==> src/source/fetch_params.svh <==
// Fetch stage constants: widths, start address, no-op word and fetch step

`ifndef FETCH_PARAMS_SVH
`define FETCH_PARAMS_SVH

// Data and address width
`define FETCH_XLEN 32

// Address loaded by reset_n and by sys_reset, must be word aligned
`define FETCH_START_ADDR 32'h0000_0000

// addi x0, x0, 0
`define FETCH_NOP 32'h0000_0013

// Bytes per sequential fetch
`define FETCH_STEP 32'd4

`endif

==> src/source/fetch_pkg.sv <==
// Fetch stage types: byte and word addresses, instruction word, jump reason
`default_nettype none

`include "fetch_params.svh"

package fetch_pkg;

    // Byte address
    typedef logic [`FETCH_XLEN-1:0] addr_t;

    // Word index, the byte address without its two low bits
    typedef logic [`FETCH_XLEN-3:0] word_addr_t;

    typedef logic [`FETCH_XLEN-1:0] instr_t;

    // Why the last redirect happened, one-hot
    typedef enum logic [2:0] {
        NO_JMP = 3'b001,
        CTX_SW = 3'b010,
        JMP_XU = 3'b100
    } jmp_reason_t;

endpackage

`default_nettype wire

==> src/source/redirect_if.sv <==
// Redirect request bundle: execute jump and context switch with targets
`timescale 1ns/1ps
`default_nettype none

interface redirect_if;

    // Single-cycle pulses, no acknowledge
    logic              jump;
    fetch_pkg::addr_t  jump_target;
    logic              ctx_switch;
    fetch_pkg::addr_t  ctx_switch_target;

    // Driver side
    modport source (
        output jump,
        output jump_target,
        output ctx_switch,
        output ctx_switch_target
    );

    // Consumer side, address and PC control
    modport sink (
        input jump,
        input jump_target,
        input ctx_switch,
        input ctx_switch_target
    );

endinterface

`default_nettype wire

==> src/source/iaddr_control.sv <==
// Instruction address control: next-address select, address register, jump flags
`timescale 1ns/1ps
`default_nettype none

`include "fetch_params.svh"

module iaddr_control (
    input  logic              clk,
    input  logic              reset_n,
    input  logic              sys_reset,
    input  logic              enable_i,
    redirect_if.sink          redir,
    output fetch_pkg::addr_t  instruction_address_o,
    output logic              jumping_o,
    output logic              jumped_r_o,
    output logic              jumped_r2_o
);

    localparam fetch_pkg::addr_t START_ADDR = `FETCH_START_ADDR;

    logic                  jumped;
    fetch_pkg::word_addr_t iaddr_r;
    fetch_pkg::word_addr_t iaddr_advance;
    fetch_pkg::word_addr_t iaddr_target;

    //////////////////////////////////////////////////
    // Next address
    //////////////////////////////////////////////////

    assign jumped        = redir.ctx_switch || redir.jump;
    assign iaddr_advance = iaddr_r + 1'b1;

    // Context switch wins over an execute jump in the same cycle
    always_comb begin
        if (redir.ctx_switch)
            iaddr_target = redir.ctx_switch_target[`FETCH_XLEN-1:2];
        else if (redir.jump)
            iaddr_target = redir.jump_target[`FETCH_XLEN-1:2];
        else
            iaddr_target = iaddr_advance;
    end

    // Redirects load even while stalled
    always_ff @(posedge clk or negedge reset_n) begin
        if (!reset_n) begin
            iaddr_r <= START_ADDR[`FETCH_XLEN-1:2];
        end else if (sys_reset) begin
            iaddr_r <= START_ADDR[`FETCH_XLEN-1:2];
        end else if (jumped || enable_i) begin
            iaddr_r <= iaddr_target;
        end
    end

    assign instruction_address_o = {iaddr_r, 2'b00};

    //////////////////////////////////////////////////
    // Jump flags
    //////////////////////////////////////////////////

    // Set by a redirect, cleared by the next enabled edge
    always_ff @(posedge clk or negedge reset_n) begin
        if (!reset_n) begin
            jumped_r_o <= 1'b1;
        end else if (sys_reset) begin
            jumped_r_o <= 1'b1;
        end else if (jumped) begin
            jumped_r_o <= 1'b1;
        end else if (enable_i) begin
            jumped_r_o <= 1'b0;
        end
    end

    // One enabled edge later, selects the jump target for the PC
    always_ff @(posedge clk or negedge reset_n) begin
        if (!reset_n) begin
            jumped_r2_o <= 1'b1;
        end else if (sys_reset) begin
            jumped_r2_o <= 1'b1;
        end else if (enable_i) begin
            jumped_r2_o <= jumped_r_o;
        end
    end

    // Bubble marker, spans the redirect and the word fetched from the target
    always_ff @(posedge clk or negedge reset_n) begin
        if (!reset_n) begin
            jumping_o <= 1'b1;
        end else if (sys_reset) begin
            jumping_o <= 1'b1;
        end else if (jumped || jumped_r_o) begin
            jumping_o <= 1'b1;
        end else if (enable_i) begin
            jumping_o <= 1'b0;
        end
    end

endmodule

`default_nettype wire

==> src/source/pc_control.sv <==
// PC control: jump reason, target registers and PC of the fetched instruction
`timescale 1ns/1ps
`default_nettype none

`include "fetch_params.svh"

module pc_control (
    input  logic              clk,
    input  logic              reset_n,
    input  logic              sys_reset,
    input  logic              enable_i,
    redirect_if.sink          redir,
    input  logic              jumped_r_i,
    input  logic              jumped_r2_i,
    output fetch_pkg::addr_t  pc_o
);

    fetch_pkg::jmp_reason_t jmp_reason_r;
    fetch_pkg::addr_t       jump_target_r;
    fetch_pkg::addr_t       ctx_switch_target_r;
    fetch_pkg::addr_t       pc_jumped;
    fetch_pkg::addr_t       pc_jumped_r;
    fetch_pkg::addr_t       pc_update;

    //////////////////////////////////////////////////
    // Redirect capture
    //////////////////////////////////////////////////

    always_ff @(posedge clk or negedge reset_n) begin
        if (!reset_n) begin
            jmp_reason_r <= fetch_pkg::NO_JMP;
        end else if (sys_reset) begin
            jmp_reason_r <= fetch_pkg::NO_JMP;
        end else if (redir.ctx_switch) begin
            jmp_reason_r <= fetch_pkg::CTX_SW;
        end else if (redir.jump) begin
            jmp_reason_r <= fetch_pkg::JMP_XU;
        end else begin
            jmp_reason_r <= fetch_pkg::NO_JMP;
        end
    end

    // Targets sampled every cycle, only read one cycle after a request
    always_ff @(posedge clk) begin
        jump_target_r       <= redir.jump_target;
        ctx_switch_target_r <= redir.ctx_switch_target;
    end

    always_comb begin
        unique case (jmp_reason_r)
            fetch_pkg::CTX_SW: pc_jumped = ctx_switch_target_r;
            default:           pc_jumped = jump_target_r;
        endcase
    end

    // Holds the target over a stalled bubble, reset value seeds the first PC
    always_ff @(posedge clk or negedge reset_n) begin
        if (!reset_n) begin
            pc_jumped_r <= `FETCH_START_ADDR;
        end else if (sys_reset) begin
            pc_jumped_r <= `FETCH_START_ADDR;
        end else if (jumped_r_i && (jmp_reason_r != fetch_pkg::NO_JMP)) begin
            pc_jumped_r <= pc_jumped;
        end
    end

    //////////////////////////////////////////////////
    // PC of the fetched instruction
    //////////////////////////////////////////////////

    assign pc_update = jumped_r2_i ? pc_jumped_r : pc_o + `FETCH_STEP;

    // Soft reset leaves the PC alone
    always_ff @(posedge clk or negedge reset_n) begin
        if (!reset_n) begin
            pc_o <= '0;
        end else if (enable_i) begin
            pc_o <= pc_update;
        end
    end

endmodule

`default_nettype wire

==> src/source/instr_buffer.sv <==
// Instruction data control: stall hold register and instruction output register
`timescale 1ns/1ps
`default_nettype none

`include "fetch_params.svh"

module instr_buffer (
    input  logic               clk,
    input  logic               reset_n,
    input  logic               sys_reset,
    input  logic               enable_i,
    input  fetch_pkg::instr_t  instruction_data_i,
    output fetch_pkg::instr_t  instruction_o
);

    logic              enable_r;
    fetch_pkg::instr_t idata_held;
    fetch_pkg::instr_t instruction_fetched;

    always_ff @(posedge clk or negedge reset_n) begin
        if (!reset_n) begin
            enable_r <= 1'b0;
        end else begin
            enable_r <= enable_i;
        end
    end

    // Memory word that arrived just as the stall began
    always_ff @(posedge clk or negedge reset_n) begin
        if (!reset_n) begin
            idata_held <= `FETCH_NOP;
        end else if (!enable_i && enable_r) begin
            idata_held <= instruction_data_i;
        end
    end

    // First edge after a stall takes the saved word
    assign instruction_fetched = enable_r ? instruction_data_i : idata_held;

    always_ff @(posedge clk or negedge reset_n) begin
        if (!reset_n) begin
            instruction_o <= `FETCH_NOP;
        end else if (sys_reset) begin
            instruction_o <= `FETCH_NOP;
        end else if (enable_i) begin
            instruction_o <= instruction_fetched;
        end
    end

endmodule

`default_nettype wire

==> src/source/fetch_top.sv <==
// Fetch stage top level: plain ports, redirect bundle, address, PC and data blocks
`timescale 1ns/1ps
`default_nettype none

module fetch_top (
    input  logic               clk,
    input  logic               reset_n,
    input  logic               sys_reset,
    input  logic               enable_i,

    // Redirect requests
    input  logic               jump_i,
    input  fetch_pkg::addr_t   jump_target_i,
    input  logic               ctx_switch_i,
    input  fetch_pkg::addr_t   ctx_switch_target_i,
    output logic               jumping_o,

    // Instruction memory, one-cycle synchronous read
    output fetch_pkg::addr_t   instruction_address_o,
    input  fetch_pkg::instr_t  instruction_data_i,

    // To decode
    output fetch_pkg::instr_t  instruction_o,
    output fetch_pkg::addr_t   pc_o
);

    logic jumped_r;
    logic jumped_r2;

    //////////////////////////////////////////////////
    // Redirect bundle
    //////////////////////////////////////////////////

    redirect_if redir ();

    assign redir.jump              = jump_i;
    assign redir.jump_target       = jump_target_i;
    assign redir.ctx_switch        = ctx_switch_i;
    assign redir.ctx_switch_target = ctx_switch_target_i;

    //////////////////////////////////////////////////
    // Address control
    //////////////////////////////////////////////////

    iaddr_control u_iaddr_control (
        .clk                   (clk),
        .reset_n               (reset_n),
        .sys_reset             (sys_reset),
        .enable_i              (enable_i),
        .redir                 (redir.sink),
        .instruction_address_o (instruction_address_o),
        .jumping_o             (jumping_o),
        .jumped_r_o            (jumped_r),
        .jumped_r2_o           (jumped_r2)
    );

    //////////////////////////////////////////////////
    // PC control
    //////////////////////////////////////////////////

    pc_control u_pc_control (
        .clk         (clk),
        .reset_n     (reset_n),
        .sys_reset   (sys_reset),
        .enable_i    (enable_i),
        .redir       (redir.sink),
        .jumped_r_i  (jumped_r),
        .jumped_r2_i (jumped_r2),
        .pc_o        (pc_o)
    );

    //////////////////////////////////////////////////
    // Data control
    //////////////////////////////////////////////////

    instr_buffer u_instr_buffer (
        .clk                (clk),
        .reset_n            (reset_n),
        .sys_reset          (sys_reset),
        .enable_i           (enable_i),
        .instruction_data_i (instruction_data_i),
        .instruction_o      (instruction_o)
    );

endmodule

`default_nettype wire

==> config.mk <==
export PLATFORM = sky130hd
export DESIGN_NAME = fetch_top
export DESIGN_NICKNAME = d
export VERILOG_FILES = /design/src/source/fetch_pkg.sv /design/src/source/redirect_if.sv /design/src/source/iaddr_control.sv /design/src/source/pc_control.sv /design/src/source/instr_buffer.sv /design/src/source/fetch_top.sv
export VERILOG_INCLUDE_DIRS = /design/src /design/src/source
export SDC_FILE = /design/constraint.sdc
export NUM_CORES = 1
export LEC_CHECK = 0
export ABC_AREA = 0
export BUFFER_PORTS_ARGS = -buffer_cell sky130_fd_sc_hd__buf_2
export CORE_MARGIN = 2
export CORE_UTILIZATION = 31
export CTS_CLUSTER_DIAMETER = 50
export DETAILED_ROUTE_END_ITERATION = 7
export GPL_TIMING_DRIVEN = 1
export PLACE_DENSITY_LB_ADDON = 0.25
export SYNTH_ARGS = -nofsm -noshare
export SYNTH_HDL_FRONTEND = slang
export SYNTH_SLANG_ARGS = --single-unit
==> constraint.sdc <==
create_clock -name clk -period 2.6 [get_ports clk]
set_input_delay 0 -clock clk [delete_from_list [all_inputs] [get_ports clk]]
set_output_delay 0 -clock clk [all_outputs]
set_load 0.005 [all_outputs]
==> impl_metrics.csv, run 1 <==
group,metric,value,unit
final_layout,finish.utilization,0.425,
worst_setup_path,critical_path_class,"reg2reg",
synthesis,ys_warn_count,0,
detailed_routing,drt_iter0_drc,636,
place,gp_congestion,0.820,
final_layout,drive_above_1_share,0.259,
hold_path,min_path_type,"in2async",
timing,setup_slack,0.374,ns
global_routing,grt_max_degree,66,
global_routing,met2_usage,0.291,
timing,tightest_slew,0.880,ns
power,p_total,9.57,mW
detailed_routing,drt_pass1_iterations,5,
worst_setup_path,worstPathMaxFanout,7,
detailed_routing,via_count,8683,
timing,hold_viol,0,
worst_setup_path,rr_startpoint,"u_pc_control.pc_o[2]",
synthesis,synthArstFlopShare,0.721,
synthesis,synth_compound_area_frac,0.182,
worst_setup_path,r2r_cells,6,
clock_network,post_cts_buffers,0,
floorplanning,rows,65,
synthesis,synthCells,960,
synthesis,synth_xor_area_frac,0,
synthesis,synth-edff-count,0,
detailed_routing,drcViolationCount,0,
final_layout,nNetsFinal,1349,
clock_network,clk_latency,0.53,ns
clock_network,path_clk_slew,0.06,ns
clock_network,root_buffer,"clkbuf_16",
clock_network,cts_tree,"yes",
synthesis,synth_top_family_by_area,"compound AO/OA/AOI/OAI gates",
synthesis,syn-cell-area,0.00996,mm2
power,p_leak,5.89,nW
global_routing,antenna_found_initial,1,
synthesis,synth_top_area_frac,0.389,
global_routing,use_met1,0.258,
synthesis,synthFlopType,"dfrtp_1",
worst_setup_path,r2r_end,"u_pc_control.pc_o[30]",
synthesis,yosys.area_share.simple,0.131,
global_routing,grt-busiest-layer,"met2",
synthesis,muxShareOfSynthArea,0.105,
timing,slew_viol_final,0,
global_routing,overflow,0,
detailed_routing,ant_nets,0,
clock_network,cts.htree.levels,1,
timing,period_share,0.856,
global_routing,grt_usage,0.185,
power,irDropWorstVdd,469,uV
worst_setup_path,end_kind,"register",
floorplanning,initial_core_util,0.315,
global_routing,grt_pass1_wl,49300,um
worst_setup_path,reg2reg_slack,0.37,ns
detailed_routing,wl_per_cell,18.7,um
synthesis,synth_top_cell_by_area,"dfrtp_1",
timing,max_slew_margin,0.413,
place,port_buffers,196,
floorplanning,fp.coreArea,0.0316,mm2
worst_setup_path,arrival,2.64,ns
floorplanning,die_x,183,um
timing,finalCriticalPeriod,2.23,ns
synthesis,synth_cell_types,68,
synthesis,synth.area.top_cells,"dfrtp_1 (39%), dfxtp_1 (13%), mux2i_1 (6.7%)",
worst_setup_path,cp.required,3.02,ns
detailed_routing,wl,31300,um
timing,fmax,0.449,GHz
synthesis,yosys.area_share.adder,0.00251,
floorplanning,design.die.area,0.0336,mm2
timing,rsz0062_at_grt,"false",
flow_run,cap_violations,0,
global_routing,groute.layer.met3.usage,0.0332,
floorplanning,die_h,183,um
detailed_routing,routed_via_density,5.19,
global_routing,grt_pass1_vias,8662,
floorplanning,pin_count,199,
place,post-dp-hpwl,21000,um
final_layout,areaGrowthSynthToFinish,34.9,%
timing,finalSetupTns,0,ns
power,p_per_area,712,mW/mm2
timing,finalSetupViolCount,0,
timing,final.setup_skew,0.00803,ns
worst_setup_path,cp-start-kind,"register",
clock_network,clock_path_buffers,3,
clock_network,numCtsBuffers,29,
clock_network,clock-sinks,229,
synthesis,yosysSeqAreaShare,0.544,
place,post-place-ws,0.364,ns
status,status,"complete, no violations",
synthesis,syn_area_per_cell,10.4,um2
synthesis,ys_ff_latch,229,
-- what timing repair did --
item                                   CTS  global route
gates resized for setup                  0             0
hold buffers                           100             0
endpoints found under the hold margin  229             0
-- through the flow --
| step | instance area, um2 | instances | hold WS, ns |
|---|---|---|---|
| finish | 13400 | 1673 | 0.0175 |
| global route | 13400 | 1670 | 0.0712 |
| CTS | 13400 | 1669 | 0.0377 |
| detailed placement | 11400 | 1516 | 0.0528 |
| global placement | 11400 | 1516 | 0.0500 |
| floorplan | 9970 | 961 | -0.296 |
-- flip-flops by register name, summed over array words and instances, names as in the netlist --
name,flops
u_iaddr_control.iaddr_r,30
u_iaddr_control.jumped_r2_o,1
u_iaddr_control.jumped_r_o,1
u_iaddr_control.jumping_o,1
u_instr_buffer.enable_r,1
u_instr_buffer.idata_held,32
u_instr_buffer.instruction_o,32
u_pc_control.ctx_switch_target_r,32
u_pc_control.jmp_reason_r,3
u_pc_control.jump_target_r,32
u_pc_control.pc_jumped_r,32
u_pc_control.pc_o,32
-- worst max path at each step --
| stage | start | to | slack [ns] | cells past startpoint |
|---|---|---|---|---|
| 6_report | u_pc_control.pc_o[2] | u_pc_control.pc_o[30] | 0.37 | 6 |
| 5_1_grt | u_pc_control.pc_o[2] | u_pc_control.pc_o[30] | 0.22 | 6 |
| 4_1_cts | u_pc_control.pc_o[2] | u_pc_control.pc_o[30] | 0.37 | 6 |
| 3_5_place_dp | u_pc_control.pc_o[2] | u_pc_control.pc_o[30] | 0.36 | 6 |
| 3_3_place_gp | u_pc_control.pc_o[2] | u_pc_control.pc_o[30] | 0.37 | 6 |
| 2_1_floorplan | u_pc_control.pc_o[2] | u_pc_control.pc_o[30] | 0.32 | 7 |
-- power breakdown --
part | total [mW] | internal [mW] | switching [mW]
clock | 4.11 | 2.56 | 1.55
sequential | 4.17 | 3.89 | 0.278
combinational | 1.29 | 0.619 | 0.667
total | 9.57 | 7.08 | 2.49
-- placed cells by master, fill, tap and decap left out, types with 9 or more instances in the layout --
cell             n
clkbuf_16       29
dfstp_2         10
and3_1           9
dfrtp_1        154
a22o_1          16
buf_4           23
nand2_1         83
nand3_1         23
a211oi_1        32
mux2i_1         67
nor3_1          16
buf_2          194
dlygate4sd3_1  100
o21ai_0         46
o2bb2ai_1       12
nor2_1          79
mux2_2          33
nand4_1         19
o22ai_1         28
a21o_1          11
dfxtp_1         64
o31ai_1         35
a21oi_1         47
inv_1           17
-- Yosys cell counts, types with 16 or more instances --
master    instances
nand2_1          83
mux2_2           33
nand4_1          19
dfxtp_1          64
a21oi_1          48
o31ai_1          35
mux2i_1          67
nor3_1           16
a211oi_1         32
nor2_1           79
dfrtp_1         155
a22o_1           16
clkbuf_1         49
o22ai_1          28
inv_1            17
nand3_1          23
o21ai_0          46
-- per-layer routing --
metal / vias up / share of wire / wire length [um]
met2: 284 / 0.45 / 14200
met5: - / 0 / 0
met1: 4235 / 0.47 / 14800
met4: 0 / 0.023 / 709
li1: 4115 / - / -
met3: 49 / 0.053 / 1660
-- critical path, cell delays in order, from the launching register on --
cell	delay, ns
dfrtp_1	0.41
ha_1	0.23
and4_1	0.37
nand4_1	0.17
nor4_1	0.31
mux2_2	0.37
a221o_1	0.25
-- cells by family (layout without fill, tap and decap cells) --
group,after synthesis,count (layout)
AOI/OAI and AO/OA,267,267
other,1,6
and+or+nand+nor,274,274
buffers and inverters,87,393
muxes,100,100
DFF,229,229
adders and majority gates,2,2
-- layout make-up --
class	instances	area (um2)
Antenna cell	4	10.0
Clock buffer	40	807
Clock inverter	13	183
Fill cell	3015	18200
Inverter	19	71.3
Multi-Input combinational cell	645	4220
Sequential cell	229	5420
Tap cell	402	503
Timing Repair Buffer	321	2220
No activity file was read; power rests on OpenSTA's default activity.
==> inputs of run 2 (changes only) <==
Settings changed: ABC_AREA 0 to 1.
==> run 2 against run 1 <==
  * Critical endpoint is now u_pc_control.pc_o[18]
  * Sequential share of layout area decreased by 0.90 points
  * Total power decreased by 1.5%
  * Critical path depth increased by 4
  * Highest routed layer unchanged
==> impl_metrics.csv, run 2 <==
group,metric,value,unit
status,status,"complete, no violations",
worst_setup_path,cpPeakStageDelay,0.42,ns
clock_network,root_buffer,"clkbuf_16",
synthesis,synthCells,1112,
hold_path,min_path_type,"in2async",
worst_setup_path,path_delay_family,"simple AND/OR/NAND/NOR gates",
worst_setup_path,crit_top_cell,"nand2_1",
final_layout,areaGrowthSynthToFinish,34.7,%
synthesis,synthFlopType,"dfrtp_1",
timing,slew_viol_final,0,
global_routing,grt_pass1_wl,49100,um
clock_network,cts.htree.levels,1,
synthesis,ys_warn_count,0,
detailed_routing,drt_pass1_iterations,5,
synthesis,yosysSeqAreaShare,0.531,
floorplanning,rows,66,
worst_setup_path,arrival,2.27,ns
worst_setup_path,worstPathMaxFanout,5,
clock_network,path_clk_slew,0.06,ns
global_routing,overflow,0,
floorplanning,die_h,185,um
worst_setup_path,reg2reg_slack,0.77,ns
synthesis,netlist_top_cells_count,"nand2_1 (246), dfrtp_1 (155), inv_1 (94), nor2_1 (71), o21ai_0 (71)",
floorplanning,initial_core_util,0.314,
clock_network,clock_path_buffers,3,
synthesis,synth-edff-count,0,
worst_setup_path,cp-start-kind,"register",
synthesis,synth.area.top_cells,"dfrtp_1 (38%), dfxtp_1 (13%), nand2_1 (9.0%)",
clock_network,numCtsBuffers,29,
detailed_routing,wl,31100,um
worst_setup_path,end_kind,"register",
synthesis,ys_ff_latch,229,
timing,finalSetupTns,0,ns
worst_setup_path,cp.required,3.04,ns
global_routing,grt_usage,0.182,
detailed_routing,via_count,8964,
worst_setup_path,cpMaxStageDelayCell,"dfrtp_1",
final_layout,drive_above_1_share,0.241,
place,post-place-ws,0.782,ns
clock_network,post_cts_buffers,0,
timing,finalSetupViolCount,0,
worst_setup_path,worstPathCellList,"ha_1 > nand4_4 > nor2_4 > nand2_1 > nor2_4 > nand3_1 > nand2_1 > nand3_1 > nand2_1 > nand2_1",
worst_setup_path,crit_buf_inv,0,
timing,setup_slack,0.768,ns
timing,final.setup_skew,0.0202,ns
synthesis,synth_top_cell_by_area,"dfrtp_1",
floorplanning,die_x,185,um
timing,fin_hold_ws,0.0153,ns
timing,period_share,0.705,
timing,hold_viol,0,
final_layout,layout_commonest_cell,"nand2_1",
synthesis,syn_area_per_cell,9.18,um2
flow_run,cap_violations,0,
timing,rsz0062_at_grt,"false",
detailed_routing,drt_iter0_drc,602,
clock_network,cts_tree,"yes",
floorplanning,design.die.area,0.0344,mm2
place,port_buffers,196,
detailed_routing,ant_nets,0,
power,p_per_area,686,mW/mm2
timing,max_slew_margin,0.342,
place,post-dp-hpwl,21700,um
clock_network,clk_latency,0.55,ns
synthesis,synth.most_common_cell,"nand2_1",
global_routing,grt_max_degree,77,
timing,finalCriticalPeriod,1.83,ns
floorplanning,fp.coreArea,0.0325,mm2
timing,tightest_slew,0.986,ns
detailed_routing,drcViolationCount,0,
floorplanning,pin_count,199,
synthesis,synthArstFlopShare,0.721,
synthesis,synth_top_area_frac,0.380,
power,irDropWorstVdd,444,uV
final_layout,layout_common_cells,"nand2_1 (245), buf_2 (195), dfrtp_1 (154), dlygate4sd3_1 (101), inv_1 (94)",
clock_network,clock-sinks,229,
synthesis,syn-cell-area,0.0102,mm2
detailed_routing,wl_per_cell,16.5,um
timing,fmax,0.546,GHz
global_routing,grt_pass1_vias,8865,
final_layout,nNetsFinal,1521,
detailed_routing,routed_via_density,4.76,
worst_setup_path,critical_path_class,"reg2reg",
synthesis,synth_cell_types,45,
power,p_leak,6.54,nW
place,gp_congestion,0.845,
global_routing,antenna_found_initial,1,
-- run 2: final timing paths --
kind / startpoint / end / cells past startpoint
setup / recovery: u_pc_control.pc_o[2] / u_pc_control.pc_o[18] / 10
hold / removal: reset_n / u_iaddr_control.iaddr_r[5] / 2
setup reg to reg: u_pc_control.pc_o[2] / u_pc_control.pc_o[18] / 10
hold reg to reg: u_instr_buffer.instruction_o[7] / u_instr_buffer.instruction_o[7] / 2
max in group asynchronous: reset_n / u_pc_control.pc_o[27] / 3
min in group clk: ctx_switch_target_i[0] / u_pc_control.ctx_switch_target_r[0] / 2
-- run 2: repair_timing --
action	4_1_cts	5_1_grt
endpoints found under the hold margin	237	0
setup endpoints to repair	0	0
hold buffers	101	0
resized for setup	0	0
-- run 2: layout make-up --
| cell class | instances | area [um2] |
|---|---|---|
| antenna | 1 | 2.50 |
| clock buffer | 37 | 827 |
| clock inverter | 17 | 163 |
| fill | 3177 | 18700 |
| inverter | 97 | 364 |
| multi-input combinational | 740 | 4210 |
| sequential | 229 | 5420 |
| tap | 442 | 553 |
| timing repair buffer | 320 | 2200 |
-- run 2: logic make-up after synthesis --
group                    Yosys count  share of synthesized area
AND/OR/NAND/NOR                  436                      0.194
flip-flops                       229                      0.531
AO/OA/AOI/OAI                    198                      0.113
buffers and inverters            144                     0.0567
multiplexers                      93                     0.0952
XOR/XNOR                           9                    0.00773
adder cells (fa/ha/maj)            2                    0.00245
other                              1                   0.000368
-- run 2: power breakdown --
group          switching, mW  internal, mW
Clock                   1.64          2.39
Sequential             0.269          3.88
Combinational          0.672         0.570
Total                   2.58          6.85
-- run 2: per-stage QoR --
stage,area (um2),utilization,cells,total power [mW]
6_report,13700,0.423,1883,9.43
5_1_grt,13700,0.423,1883,9.90
4_1_cts,13700,0.423,1882,9.55
3_5_place_dp,11700,0.362,1727,5.34
3_3_place_gp,11700,0.362,1727,5.32
2_1_floorplan,10200,-,1113,4.76
-- run 2: per-layer routing --
layer	vias up	track usage	wire [um]
met5	-	0	0
met4	0	0.0533	741
met3	49	0.0320	1780
met2	246	0.291	14500
met1	4299	0.252	14000
li1	4370	-	-
